===== config.mk =====
export PLATFORM = sky130hd
export DESIGN_NAME = priv_csr_top
export DESIGN_NICKNAME = d
export VERILOG_FILES = /design/src/priv_pkg.sv /design/src/csr_ext_pmp.sv /design/src/csr_machine_regs.sv /design/src/csr_req_ctrl.sv /design/src/csr_rmw_stage.sv /design/src/priv_csr_top.sv
export VERILOG_INCLUDE_DIRS = /design/src
export SDC_FILE = /design/constraint.sdc
export NUM_CORES = 1
export LEC_CHECK = 0
export BUFFER_PORTS_ARGS = -buffer_cell sky130_fd_sc_hd__buf_2
export CAP_MARGIN = 20
export CORE_MARGIN = 2
export CORE_UTILIZATION = 60
export CTS_CLUSTER_SIZE = 28
export DETAILED_ROUTE_END_ITERATION = 6
export GPL_TIMING_DRIVEN = 0
export PLACE_DENSITY = 0.8
export REMOVE_ABC_BUFFERS = 1
export SLEW_MARGIN = 30
export SYNTH_ARGS = -nofsm -noshare
export SYNTH_HDL_FRONTEND = slang
export SYNTH_HIERARCHICAL = 1
export SYNTH_SLANG_ARGS = --single-unit

===== constraint.sdc =====
create_clock -name CLK -period 5.5 [get_ports CLK]
set_input_delay 1.375 -clock CLK [delete_from_list [all_inputs] [get_ports CLK]]
set_output_delay 1.375 -clock CLK [all_outputs]
set_load 0.05 [all_outputs]

===== src/priv_consts.svh =====
`ifndef PRIV_CONSTS_SVH
`define PRIV_CONSTS_SVH

// Machine-mode CSR addresses
`define MSTATUS_ADDR       12'h300
`define MISA_ADDR          12'h301
`define MIE_ADDR           12'h304
`define MTVEC_ADDR         12'h305
`define MCOUNTEREN_ADDR    12'h306
`define MCOUNTINHIBIT_ADDR 12'h320
`define MSCRATCH_ADDR      12'h340
`define MEPC_ADDR          12'h341
`define MCAUSE_ADDR        12'h342
`define MTVAL_ADDR         12'h343
`define MIP_ADDR           12'h344
`define PMPCFG0_ADDR       12'h3A0
`define MCYCLE_ADDR        12'hB00
`define MINSTRET_ADDR      12'hB02
`define MCYCLEH_ADDR       12'hB80
`define MINSTRETH_ADDR     12'hB82
`define MVENDORID_ADDR     12'hF11
`define MHARTID_ADDR       12'hF14

// mstatus fields
`define MSTATUS_MIE  3
`define MSTATUS_MPIE 7
`define MSTATUS_MPP  11 // Two bits at 12:11
`define MSTATUS_MPRV 17
`define MSTATUS_TW   21

// Interrupt bits in mie and mip
`define IRQ_MS 3
`define IRQ_MT 7
`define IRQ_ME 11

`define MISA_VALUE    32'h40101100 // RV32 with I, M, U
`define MSTATUS_RESET 32'h00201800 // tw set, mpp = M

`endif


===== src/priv_pkg.sv =====
`default_nettype none

package priv_pkg;

  typedef logic [11:0] csr_addr_t;
  typedef logic [31:0] csr_data_t;
  typedef logic [63:0] long_csr_t; // Full cycle / instret width

  typedef enum logic [1:0] {
    U_MODE        = 2'b00,
    S_MODE        = 2'b01,
    RESERVED_MODE = 2'b10,
    M_MODE        = 2'b11
  } priv_level_t;

  typedef enum logic [1:0] {
    CSR_READ  = 2'b00,
    CSR_WRITE = 2'b01,
    CSR_SET   = 2'b10,
    CSR_CLEAR = 2'b11
  } csr_op_t;

  // Front end handshake states
  typedef enum logic [1:0] {
    IDLE = 2'b00,
    BUSY = 2'b01,
    DONE = 2'b10
  } req_state_t;

endpackage

`default_nettype wire


===== src/csr_ext_pmp.sv =====
`timescale 1ns/1ps
`default_nettype none
`include "priv_consts.svh"

module csr_ext_pmp import priv_pkg::*; (
  input  logic      CLK,
  input  logic      nRST,
  input  csr_addr_t rd_addr,
  input  logic      wr_en,
  input  csr_addr_t wr_addr,
  input  csr_data_t wr_data,
  output csr_data_t ext_rdata,
  output logic      ext_ack
);

  localparam csr_addr_t PMP_BASE = `PMPCFG0_ADDR;
  localparam csr_data_t CFG_MASK = 32'h9F9F9F9F; // Bits 6:5 of each byte reserved

  csr_data_t pmpcfg [4];
  logic      wr_hit;

  assign ext_ack = (rd_addr[11:2] == PMP_BASE[11:2]); // 0x3A0 to 0x3A3
  assign wr_hit  = wr_en && (wr_addr[11:2] == PMP_BASE[11:2]);

  always_ff @(posedge CLK, negedge nRST) begin
    if (!nRST) begin
      for (int i = 0; i < 4; i++) pmpcfg[i] <= '0;
    end else if (wr_hit) begin
      pmpcfg[wr_addr[1:0]] <= wr_data & CFG_MASK;
    end
  end

  assign ext_rdata = ext_ack ? pmpcfg[rd_addr[1:0]] : '0;

endmodule

`default_nettype wire


===== src/csr_machine_regs.sv =====
`timescale 1ns/1ps
`default_nettype none
`include "priv_consts.svh"

module csr_machine_regs import priv_pkg::*; #(
  parameter int HARTID = 0
) (
  input  logic        CLK,
  input  logic        nRST,
  input  csr_addr_t   rd_addr,
  input  logic        wr_en,
  input  csr_addr_t   wr_addr,
  input  csr_data_t   wr_data,
  input  logic        trap_valid,
  input  csr_data_t   trap_cause,
  input  csr_data_t   trap_epc,
  input  csr_data_t   trap_tval,
  input  priv_level_t trap_priv,
  input  logic        mret,
  input  logic        inst_ret,
  output csr_data_t   rd_data,
  output logic        hit,
  output csr_data_t   mtvec_out,
  output csr_data_t   mepc_out,
  output logic        irq_pending
);

  localparam csr_data_t IRQ_MASK = (32'd1 << `IRQ_MS) | (32'd1 << `IRQ_MT) | (32'd1 << `IRQ_ME);

  csr_data_t   mstatus, mstatus_next, mstatus_wr;
  csr_data_t   mie, mie_next;
  csr_data_t   mip, mip_next;
  csr_data_t   mtvec, mtvec_next, mtvec_wr;
  csr_data_t   mscratch, mscratch_next;
  csr_data_t   mepc, mepc_next;
  csr_data_t   mcause, mcause_next;
  csr_data_t   mtval, mtval_next;
  csr_data_t   mcounteren, mcounteren_next;
  csr_data_t   mcountinhibit, mcountinhibit_next;
  long_csr_t   cycles_full, cycles_next;
  long_csr_t   instret_full, instret_next;
  priv_level_t mpp_wr;

  // Legal-value filtering of the write data
  always_comb begin
    mpp_wr = priv_level_t'(wr_data[`MSTATUS_MPP +: 2]);
    if (mpp_wr == S_MODE || mpp_wr == RESERVED_MODE) mpp_wr = U_MODE; // No S-mode here
    mstatus_wr = '0;
    mstatus_wr[`MSTATUS_MIE]      = wr_data[`MSTATUS_MIE];
    mstatus_wr[`MSTATUS_MPIE]     = wr_data[`MSTATUS_MPIE];
    mstatus_wr[`MSTATUS_MPRV]     = wr_data[`MSTATUS_MPRV];
    mstatus_wr[`MSTATUS_TW]       = wr_data[`MSTATUS_TW];
    mstatus_wr[`MSTATUS_MPP +: 2] = mpp_wr;
    mtvec_wr = wr_data;
    if (wr_data[1:0] > 2'b01) mtvec_wr[1:0] = 2'b00; // Fall back to direct
  end

  always_comb begin
    mstatus_next       = mstatus;
    mie_next           = mie;
    mip_next           = mip;
    mtvec_next         = mtvec;
    mscratch_next      = mscratch;
    mepc_next          = mepc;
    mcause_next        = mcause;
    mtval_next         = mtval;
    mcounteren_next    = mcounteren;
    mcountinhibit_next = mcountinhibit;

    if (wr_en) begin
      case (wr_addr)
        `MSTATUS_ADDR:       mstatus_next = mstatus_wr;
        `MIE_ADDR:           mie_next = wr_data & IRQ_MASK;
        `MIP_ADDR:           mip_next = wr_data & IRQ_MASK;
        `MTVEC_ADDR:         mtvec_next = mtvec_wr;
        `MSCRATCH_ADDR:      mscratch_next = wr_data;
        `MEPC_ADDR:          mepc_next = wr_data;
        `MCAUSE_ADDR:        mcause_next = wr_data;
        `MTVAL_ADDR:         mtval_next = wr_data;
        `MCOUNTEREN_ADDR:    mcounteren_next = wr_data;
        `MCOUNTINHIBIT_ADDR: mcountinhibit_next = wr_data;
        default: ; // Counters and ID registers are read only
      endcase
    end

    // Trap entry and mret take priority over a CSR write
    if (trap_valid) begin
      mepc_next   = trap_epc;
      mcause_next = trap_cause;
      mtval_next  = trap_tval;
      mstatus_next = mstatus;
      mstatus_next[`MSTATUS_MPIE]     = mstatus[`MSTATUS_MIE];
      mstatus_next[`MSTATUS_MIE]      = 1'b0;
      mstatus_next[`MSTATUS_MPP +: 2] = trap_priv;
    end else if (mret) begin
      mstatus_next = mstatus;
      mstatus_next[`MSTATUS_MIE]      = mstatus[`MSTATUS_MPIE];
      mstatus_next[`MSTATUS_MPIE]     = 1'b1;
      mstatus_next[`MSTATUS_MPP +: 2] = U_MODE;
    end
  end

  // Bit 0 is cy, bit 2 is ir
  always_comb begin
    cycles_next  = cycles_full;
    instret_next = instret_full;
    if (mcounteren[0] && !mcountinhibit[0]) cycles_next = cycles_full + 64'd1;
    if (mcounteren[2] && !mcountinhibit[2]) instret_next = instret_full + {63'd0, inst_ret};
  end

  always_ff @(posedge CLK, negedge nRST) begin
    if (!nRST) begin
      mstatus       <= `MSTATUS_RESET;
      mie           <= '0;
      mip           <= '0;
      mtvec         <= '0;
      mscratch      <= '0;
      mepc          <= '0;
      mcause        <= '0;
      mtval         <= '0;
      mcounteren    <= '1; // Counters visible out of reset
      mcountinhibit <= '0;
      cycles_full   <= '0;
      instret_full  <= '0;
    end else begin
      mstatus       <= mstatus_next;
      mie           <= mie_next;
      mip           <= mip_next;
      mtvec         <= mtvec_next;
      mscratch      <= mscratch_next;
      mepc          <= mepc_next;
      mcause        <= mcause_next;
      mtval         <= mtval_next;
      mcounteren    <= mcounteren_next;
      mcountinhibit <= mcountinhibit_next;
      cycles_full   <= cycles_next;
      instret_full  <= instret_next;
    end
  end

  // Read mux
  always_comb begin
    rd_data = '0;
    hit     = 1'b1;
    case (rd_addr)
      `MSTATUS_ADDR:       rd_data = mstatus;
      `MISA_ADDR:          rd_data = `MISA_VALUE;
      `MIE_ADDR:           rd_data = mie;
      `MIP_ADDR:           rd_data = mip;
      `MTVEC_ADDR:         rd_data = mtvec;
      `MSCRATCH_ADDR:      rd_data = mscratch;
      `MEPC_ADDR:          rd_data = mepc;
      `MCAUSE_ADDR:        rd_data = mcause;
      `MTVAL_ADDR:         rd_data = mtval;
      `MCOUNTEREN_ADDR:    rd_data = mcounteren;
      `MCOUNTINHIBIT_ADDR: rd_data = mcountinhibit;
      `MCYCLE_ADDR:        rd_data = cycles_full[31:0];
      `MCYCLEH_ADDR:       rd_data = cycles_full[63:32];
      `MINSTRET_ADDR:      rd_data = instret_full[31:0];
      `MINSTRETH_ADDR:     rd_data = instret_full[63:32];
      `MHARTID_ADDR:       rd_data = csr_data_t'(HARTID);
      `MVENDORID_ADDR:     rd_data = '0; // Non-commercial
      default:             hit = 1'b0;
    endcase
  end

  assign mtvec_out   = mtvec;
  assign mepc_out    = mepc;
  assign irq_pending = mstatus[`MSTATUS_MIE] && |(mie & mip);

endmodule

`default_nettype wire


===== src/csr_req_ctrl.sv =====
`timescale 1ns/1ps
`default_nettype none

module csr_req_ctrl import priv_pkg::*; (
  input  logic        CLK,
  input  logic        nRST,
  input  logic        req,
  input  csr_addr_t   addr,
  input  csr_op_t     op,
  input  csr_data_t   wdata,
  input  priv_level_t cur_priv,
  input  logic        rsp_valid,
  input  csr_data_t   rsp_rdata,
  input  logic        rsp_err,
  output logic        ack,
  output csr_data_t   rdata,
  output logic        err,
  output logic        issue,
  output csr_addr_t   iss_addr,
  output csr_op_t     iss_op,
  output csr_data_t   iss_wdata,
  output priv_level_t iss_priv
);

  req_state_t state;
  logic       take_req;
  logic       take_rsp;

  assign take_req = (state == IDLE) && req;
  assign take_rsp = (state == BUSY) && rsp_valid;

  always_ff @(posedge CLK, negedge nRST) begin
    if (!nRST) begin
      state <= IDLE;
      issue <= 1'b0;
      ack   <= 1'b0;
    end else begin
      issue <= take_req; // Single pulse per request
      case (state)
        IDLE: if (req) state <= BUSY;
        BUSY: begin
          if (rsp_valid) begin
            ack   <= 1'b1;
            state <= DONE;
          end
        end
        DONE: begin
          // Hold ack until the core lets go of req
          if (!req) begin
            ack   <= 1'b0;
            state <= IDLE;
          end
        end
        default: state <= IDLE;
      endcase
    end
  end

  // Request and response payload
  always_ff @(posedge CLK) begin
    if (take_req) begin
      iss_addr  <= addr;
      iss_op    <= op;
      iss_wdata <= wdata;
      iss_priv  <= cur_priv;
    end
    if (take_rsp) begin
      rdata <= rsp_rdata;
      err   <= rsp_err;
    end
  end

endmodule

`default_nettype wire


===== src/csr_rmw_stage.sv =====
`timescale 1ns/1ps
`default_nettype none

module csr_rmw_stage import priv_pkg::*; (
  input  logic        CLK,
  input  logic        nRST,
  input  logic        issue,
  input  csr_addr_t   iss_addr,
  input  csr_op_t     iss_op,
  input  csr_data_t   iss_wdata,
  input  priv_level_t iss_priv,
  input  csr_data_t   rd_data,
  input  logic        hit,
  input  csr_data_t   ext_rdata,
  input  logic        ext_ack,
  output csr_addr_t   rd_addr,
  output logic        wr_en,
  output csr_addr_t   wr_addr,
  output csr_data_t   wr_data,
  output logic        rsp_valid,
  output csr_data_t   rsp_rdata,
  output logic        rsp_err
);

  csr_data_t old_val;
  csr_data_t new_val;
  logic      wr_class;
  logic      no_priv;
  logic      bad_err;
  logic      wr_pend; // Enable follows the accepted write by one cycle

  assign rd_addr = iss_addr;

  assign old_val = hit     ? rd_data   :
                   ext_ack ? ext_rdata : '0;

  always_comb begin
    case (iss_op)
      CSR_SET:   new_val = old_val | iss_wdata;
      CSR_CLEAR: new_val = old_val & ~iss_wdata;
      default:   new_val = iss_wdata;
    endcase
  end

  assign wr_class = (iss_op != CSR_READ);
  assign no_priv  = iss_addr[9:8] > iss_priv; // Address encodes its lowest privilege
  assign bad_err  = wr_class && (no_priv || !(hit || ext_ack));

  always_ff @(posedge CLK, negedge nRST) begin
    if (!nRST) begin
      rsp_valid <= 1'b0;
      wr_pend   <= 1'b0;
      wr_en     <= 1'b0;
    end else begin
      rsp_valid <= issue;
      wr_pend   <= issue && wr_class && !bad_err;
      wr_en     <= wr_pend;
    end
  end

  always_ff @(posedge CLK) begin
    if (issue) begin
      rsp_rdata <= old_val; // Old value goes back to the core
      rsp_err   <= bad_err;
      wr_addr   <= iss_addr;
      wr_data   <= new_val;
    end
  end

endmodule

`default_nettype wire


===== src/priv_csr_top.sv =====
`timescale 1ns/1ps
`default_nettype none

module priv_csr_top import priv_pkg::*; (
  input  logic        CLK,
  input  logic        nRST,
  input  logic        req,
  input  csr_addr_t   addr,
  input  csr_op_t     op,
  input  csr_data_t   wdata,
  input  priv_level_t cur_priv,
  output logic        ack,
  output csr_data_t   rdata,
  output logic        err,
  input  logic        trap_valid,
  input  csr_data_t   trap_cause,
  input  csr_data_t   trap_epc,
  input  csr_data_t   trap_tval,
  input  logic        mret,
  input  logic        inst_ret,
  output csr_data_t   mtvec_out,
  output csr_data_t   mepc_out,
  output logic        irq_pending
);

  logic        issue;
  csr_addr_t   iss_addr;
  csr_op_t     iss_op;
  csr_data_t   iss_wdata;
  priv_level_t iss_priv;
  csr_addr_t   rd_addr;
  csr_data_t   rd_data;
  logic        hit;
  csr_data_t   ext_rdata;
  logic        ext_ack;
  logic        wr_en;
  csr_addr_t   wr_addr;
  csr_data_t   wr_data;
  logic        rsp_valid;
  csr_data_t   rsp_rdata;
  logic        rsp_err;

  csr_req_ctrl u_req_ctrl (
    .CLK(CLK), .nRST(nRST),
    .req(req), .addr(addr), .op(op), .wdata(wdata), .cur_priv(cur_priv),
    .rsp_valid(rsp_valid), .rsp_rdata(rsp_rdata), .rsp_err(rsp_err),
    .ack(ack), .rdata(rdata), .err(err),
    .issue(issue), .iss_addr(iss_addr), .iss_op(iss_op),
    .iss_wdata(iss_wdata), .iss_priv(iss_priv)
  );

  csr_rmw_stage u_rmw (
    .CLK(CLK), .nRST(nRST),
    .issue(issue), .iss_addr(iss_addr), .iss_op(iss_op),
    .iss_wdata(iss_wdata), .iss_priv(iss_priv),
    .rd_data(rd_data), .hit(hit), .ext_rdata(ext_rdata), .ext_ack(ext_ack),
    .rd_addr(rd_addr), .wr_en(wr_en), .wr_addr(wr_addr), .wr_data(wr_data),
    .rsp_valid(rsp_valid), .rsp_rdata(rsp_rdata), .rsp_err(rsp_err)
  );

  // Trap entry records the privilege the core was running at
  csr_machine_regs #(.HARTID(0)) u_mregs (
    .CLK(CLK), .nRST(nRST),
    .rd_addr(rd_addr), .wr_en(wr_en), .wr_addr(wr_addr), .wr_data(wr_data),
    .trap_valid(trap_valid), .trap_cause(trap_cause), .trap_epc(trap_epc),
    .trap_tval(trap_tval), .trap_priv(cur_priv),
    .mret(mret), .inst_ret(inst_ret),
    .rd_data(rd_data), .hit(hit),
    .mtvec_out(mtvec_out), .mepc_out(mepc_out), .irq_pending(irq_pending)
  );

  csr_ext_pmp u_pmp (
    .CLK(CLK), .nRST(nRST),
    .rd_addr(rd_addr), .wr_en(wr_en), .wr_addr(wr_addr), .wr_data(wr_data),
    .ext_rdata(ext_rdata), .ext_ack(ext_ack)
  );

endmodule

`default_nettype wire


==> impl_metrics.csv <==
group,metric,value,unit
outcome,status,"finished with violations",
outcome,violations,"DRC",
timing,setup_viol,0,
floorplanning,fp-row-count,81,
power,comb_power_share,0.128,
synth,yosysSeqAreaShare,0.5550,
power,p_sw,3.191,mW
synth,synth_area_leaders,"dfrtp_1, edfxtp_1, mux2_2, dfstp_2, nor2b_1",
drt,drcViolationCount,6,
drt,final_antenna_net_count,0,
worst_setup_path,path_cells,"buf_8, buf_6, buf_6, buf_6, or4_1, nor3_2, a21oi_1, o311ai_2, buf_4, nor2b_4, buf_16, a22o_1, a31o_1",
grt,use_met3,0.09071,
synth,synth_top_area_cell,"dfrtp_1",
cells_and_area,num_antenna_cells,0,
timing,clock.fmax,0.2099,GHz
run,drv_cap,0,
power,worst_ir_drop_vdd,0.0002438,V
placement,port_buffers,248,
worst_setup_path,critPathKind,"reg -> reg",
clock_tree,h-tree-depth,3,
cells_and_area,final_nets,2862,
clock_tree,cts_tree,"done",
timing,worstMarginPinSlew,1.044,ns
grt,overflow,0,
floorplanning,fp.coreArea,0.04885,mm2
grt,grt_pass1_vias,23400,
timing,final.setup.tns,0,ns
cells_and_area,fill_cells,3378,
grt,busiest_layer,"met2",
drt,vias_per_cell,6.719,
synth,synth_cells,2471,
clock_tree,clk_pin_slew,0.06,ns
clock_tree,cts_buffers,66,
worst_setup_path,cp_max_fo,19,
synth,avgSynthCellArea,12.01,um2
power,pwr-share-clk,0.388,
power,seqPwrFrac,0.484,
timing,fin_crit,4.764,ns
cells_and_area,utilization,0.7058,
worst_setup_path,cp.required,5.84,ns
clock_tree,clockRootBuffer,"clkbuf_16",
drt,drt-initial-drc-count,3388,
grt,grt_max_degree,128,
grt,grt_pass1_wl,141900,um
worst_setup_path,cpMostUsedCell,"buf_6",
power,p_int,8.162,mW
synth,synth_common_cells,"dfrtp_1, mux2_2, nand2_1, edfxtp_1, a21oi_1",
clock_tree,cts_hold_buf,0,
clock_tree,insertion_delay,0.60,ns
synth,yosysTopAreaCellShare,0.3642,
power,p_sw_frac,0.2811,
synth,ys.flop_type,"dfrtp_1",
drt,drt_first_pass_iters,7,
floorplanning,io_pins,249,
worst_setup_path,critPathMaxStageDelay,0.68,ns
synth,synth_most_common_cell,"dfrtp_1",
floorplanning,die_x,226.4,um
timing,finalCritPeriodShare,0.8662,
clock_tree,cts_resized,0,
timing,slew_headroom,0.3038,
synth,ys_ff_latch,625,
worst_setup_path,endpoint_kind,"register",
cells_and_area,area_delta_synth_final,16.14,%
floorplanning,die_y,226.4,um
synth,yosys.cell_types.count,79,
clock_tree,cts_setup_buffers,0,
timing,setup_ws,0.7361,ns
worst_setup_path,cp.arrival,5.10,ns
worst_setup_path,start_kind,"register",
clock_tree,clkSinkCount,625,
power,totalPowerFinal,11.35,mW
hold_path,hold_class,"reg -> reg",
drt,routed_wl,94390,um
drt,wl_per_cell,27.56,um
grt,use_met2,0.5736,
power,pwr_density_cell,329.3,mW/mm2
power,cellLeakagePower,15.26,nW
floorplanning,dieArea,0.05127,mm2
grt,antenna_found_initial,0,
grt,track_usage,0.3719,
timing,maxSlewViolCount,0,
grt,global_route.usage.met1,0.5012,
worst_setup_path,slowest_stage,"or4_1",
timing,fin_skew,0.01899,ns
timing,finalHoldViolCount,0,
cells_and_area,drive_gt1_frac,0.2988,
synth,synth_edf_count,158,
synth,yosys_warnings,6,
synth,synthArstFlopShare,0.7472,
floorplanning,start_util,0.6077,
timing,rsz0062_at_grt,"false",
clock_tree,clk_path_buf_depth,3,
placement,place_ws,0.8720,ns
placement,place_congestion,0.9364,
synth,synthesis.area,0.02968,mm2
placement,place_hpwl,65860,um
drt,vias,23010,
==> flip-flops by register name (all words and copies together), names as in the netlist, 32 cells and up <==
register	cells
u_pmp/pmpcfg	96
u_mregs/cycles_full	64
u_mregs/instret_full	64
u_mregs/mcause	32
u_mregs/mcounteren	32
u_mregs/mcountinhibit	32
u_mregs/mepc_out	32
u_mregs/mscratch	32
u_mregs/mtval	32
u_mregs/mtvec_out	32
u_req_ctrl/iss_wdata	32
u_req_ctrl/rdata	32
u_rmw/rsp_rdata	32
u_rmw/wr_data	32
==> layer usage <==
metal / wire length (um) / up-vias / share of wire
li1: - / 9647 / -
met3: 10580 / 295 / 0.11
met4: 4394 / 0 / 0.047
met5: 0 / - / 0
met1: 35810 / 11610 / 0.38
met2: 43610 / 1464 / 0.46
==> cell type report <==
cell class | instances | area [um2] | share of cell area
clock inverters | 18 | 150.1 | 0.004355
flip-flops and latches | 625 | 16480 | 0.4780
multi-input cells | 1613 | 12370 | 0.3587
well taps | 664 | 830.8 | 0.02410
clock buffers | 104 | 1988 | 0.05767
inverters | 58 | 217.7 | 0.006315
repair buffers | 343 | 2446 | 0.07095
==> metrics by stage <==
step           std cells  instance area, um2  hold slack, ns
6_report            3425               34480          0.3594
5_1_grt             3425               34480          0.3822
4_1_cts             3425               34470          0.3635
3_5_place_dp        3303               32330          0.3465
3_3_place_gp        3208               30910          0.3394
2_1_floorplan       2296               28840          0.3312
==> cells in the final DEF, fill, tap and decap left out, drive strengths merged, types with 32 or more instances in the layout <==
cell type,count
nor3,47
edfxtp,158
a22o,65
nor2b,134
dfrtp,432
nor2,78
xor2,69
a31oi,97
nand4,57
buf,343
nor4,34
nand2,168
nand3,69
inv,60
xnor2,56
dfstp,35
a22oi,42
clkbuf,104
a21oi,141
a222oi,32
mux2,276
a31o,32
==> worst paths after layout <==
| check | startpoint | end | slack (ns) | cells after the start |
|---|---|---|---|---|
| max in group asynchronous | nRST | u_mregs/mcounteren[27] | 3.05 | 4 |
| min in group asynchronous | nRST | u_mregs/mepc_out[30] | 0.77 | 1 |
| hold reg to reg | u_rmw/wr_pend | u_rmw/wr_en | 0.36 | 0 |
| hold / removal | u_rmw/wr_pend | u_rmw/wr_en | 0.36 | 0 |
| setup reg to reg | u_req_ctrl/iss_addr[0] | u_rmw/wr_data[8] | 0.74 | 13 |
| setup / recovery | u_req_ctrl/iss_addr[0] | u_rmw/wr_data[8] | 0.74 | 13 |
==> critical path: cells and delay by family, from the launching register on <==
family / cells / cell delay, ns
simple gates: 3 / 1.42
buf+inv: 6 / 1.25
compound gates: 4 / 1.23
flops: 1 / 0.57
==> power by group through the flow <==
stage	Clock (mW)	Sequential, mW	Combinational (mW)
finish	4.41	5.49	1.45
global route	4.64	5.52	1.53
CTS	4.45	5.47	1.43
detailed placement	0	5.55	1.42
global placement	0	5.74	1.06
floorplan	0	5.75	0.458
==> cell families (layout without fill, tap and decap cells) <==
| logic type | after synthesis | after routing | synth area share |
|---|---|---|---|
| muxes | 317 | 317 | 0.1320 |
| and+or+nand+nor | 671 | 671 | 0.1225 |
| AOI/OAI and AO/OA | 487 | 487 | 0.1146 |
| xor gates and xnor gates | 125 | 125 | 0.03688 |
| buffers and inverters | 240 | 523 | 0.03680 |
| adders and majority gates | 5 | 5 | 0.002107 |
| other | 1 | 8 | 0.0001263 |
| DFF | 625 | 625 | 0.5550 |
(Power assumes the default switching activity.)
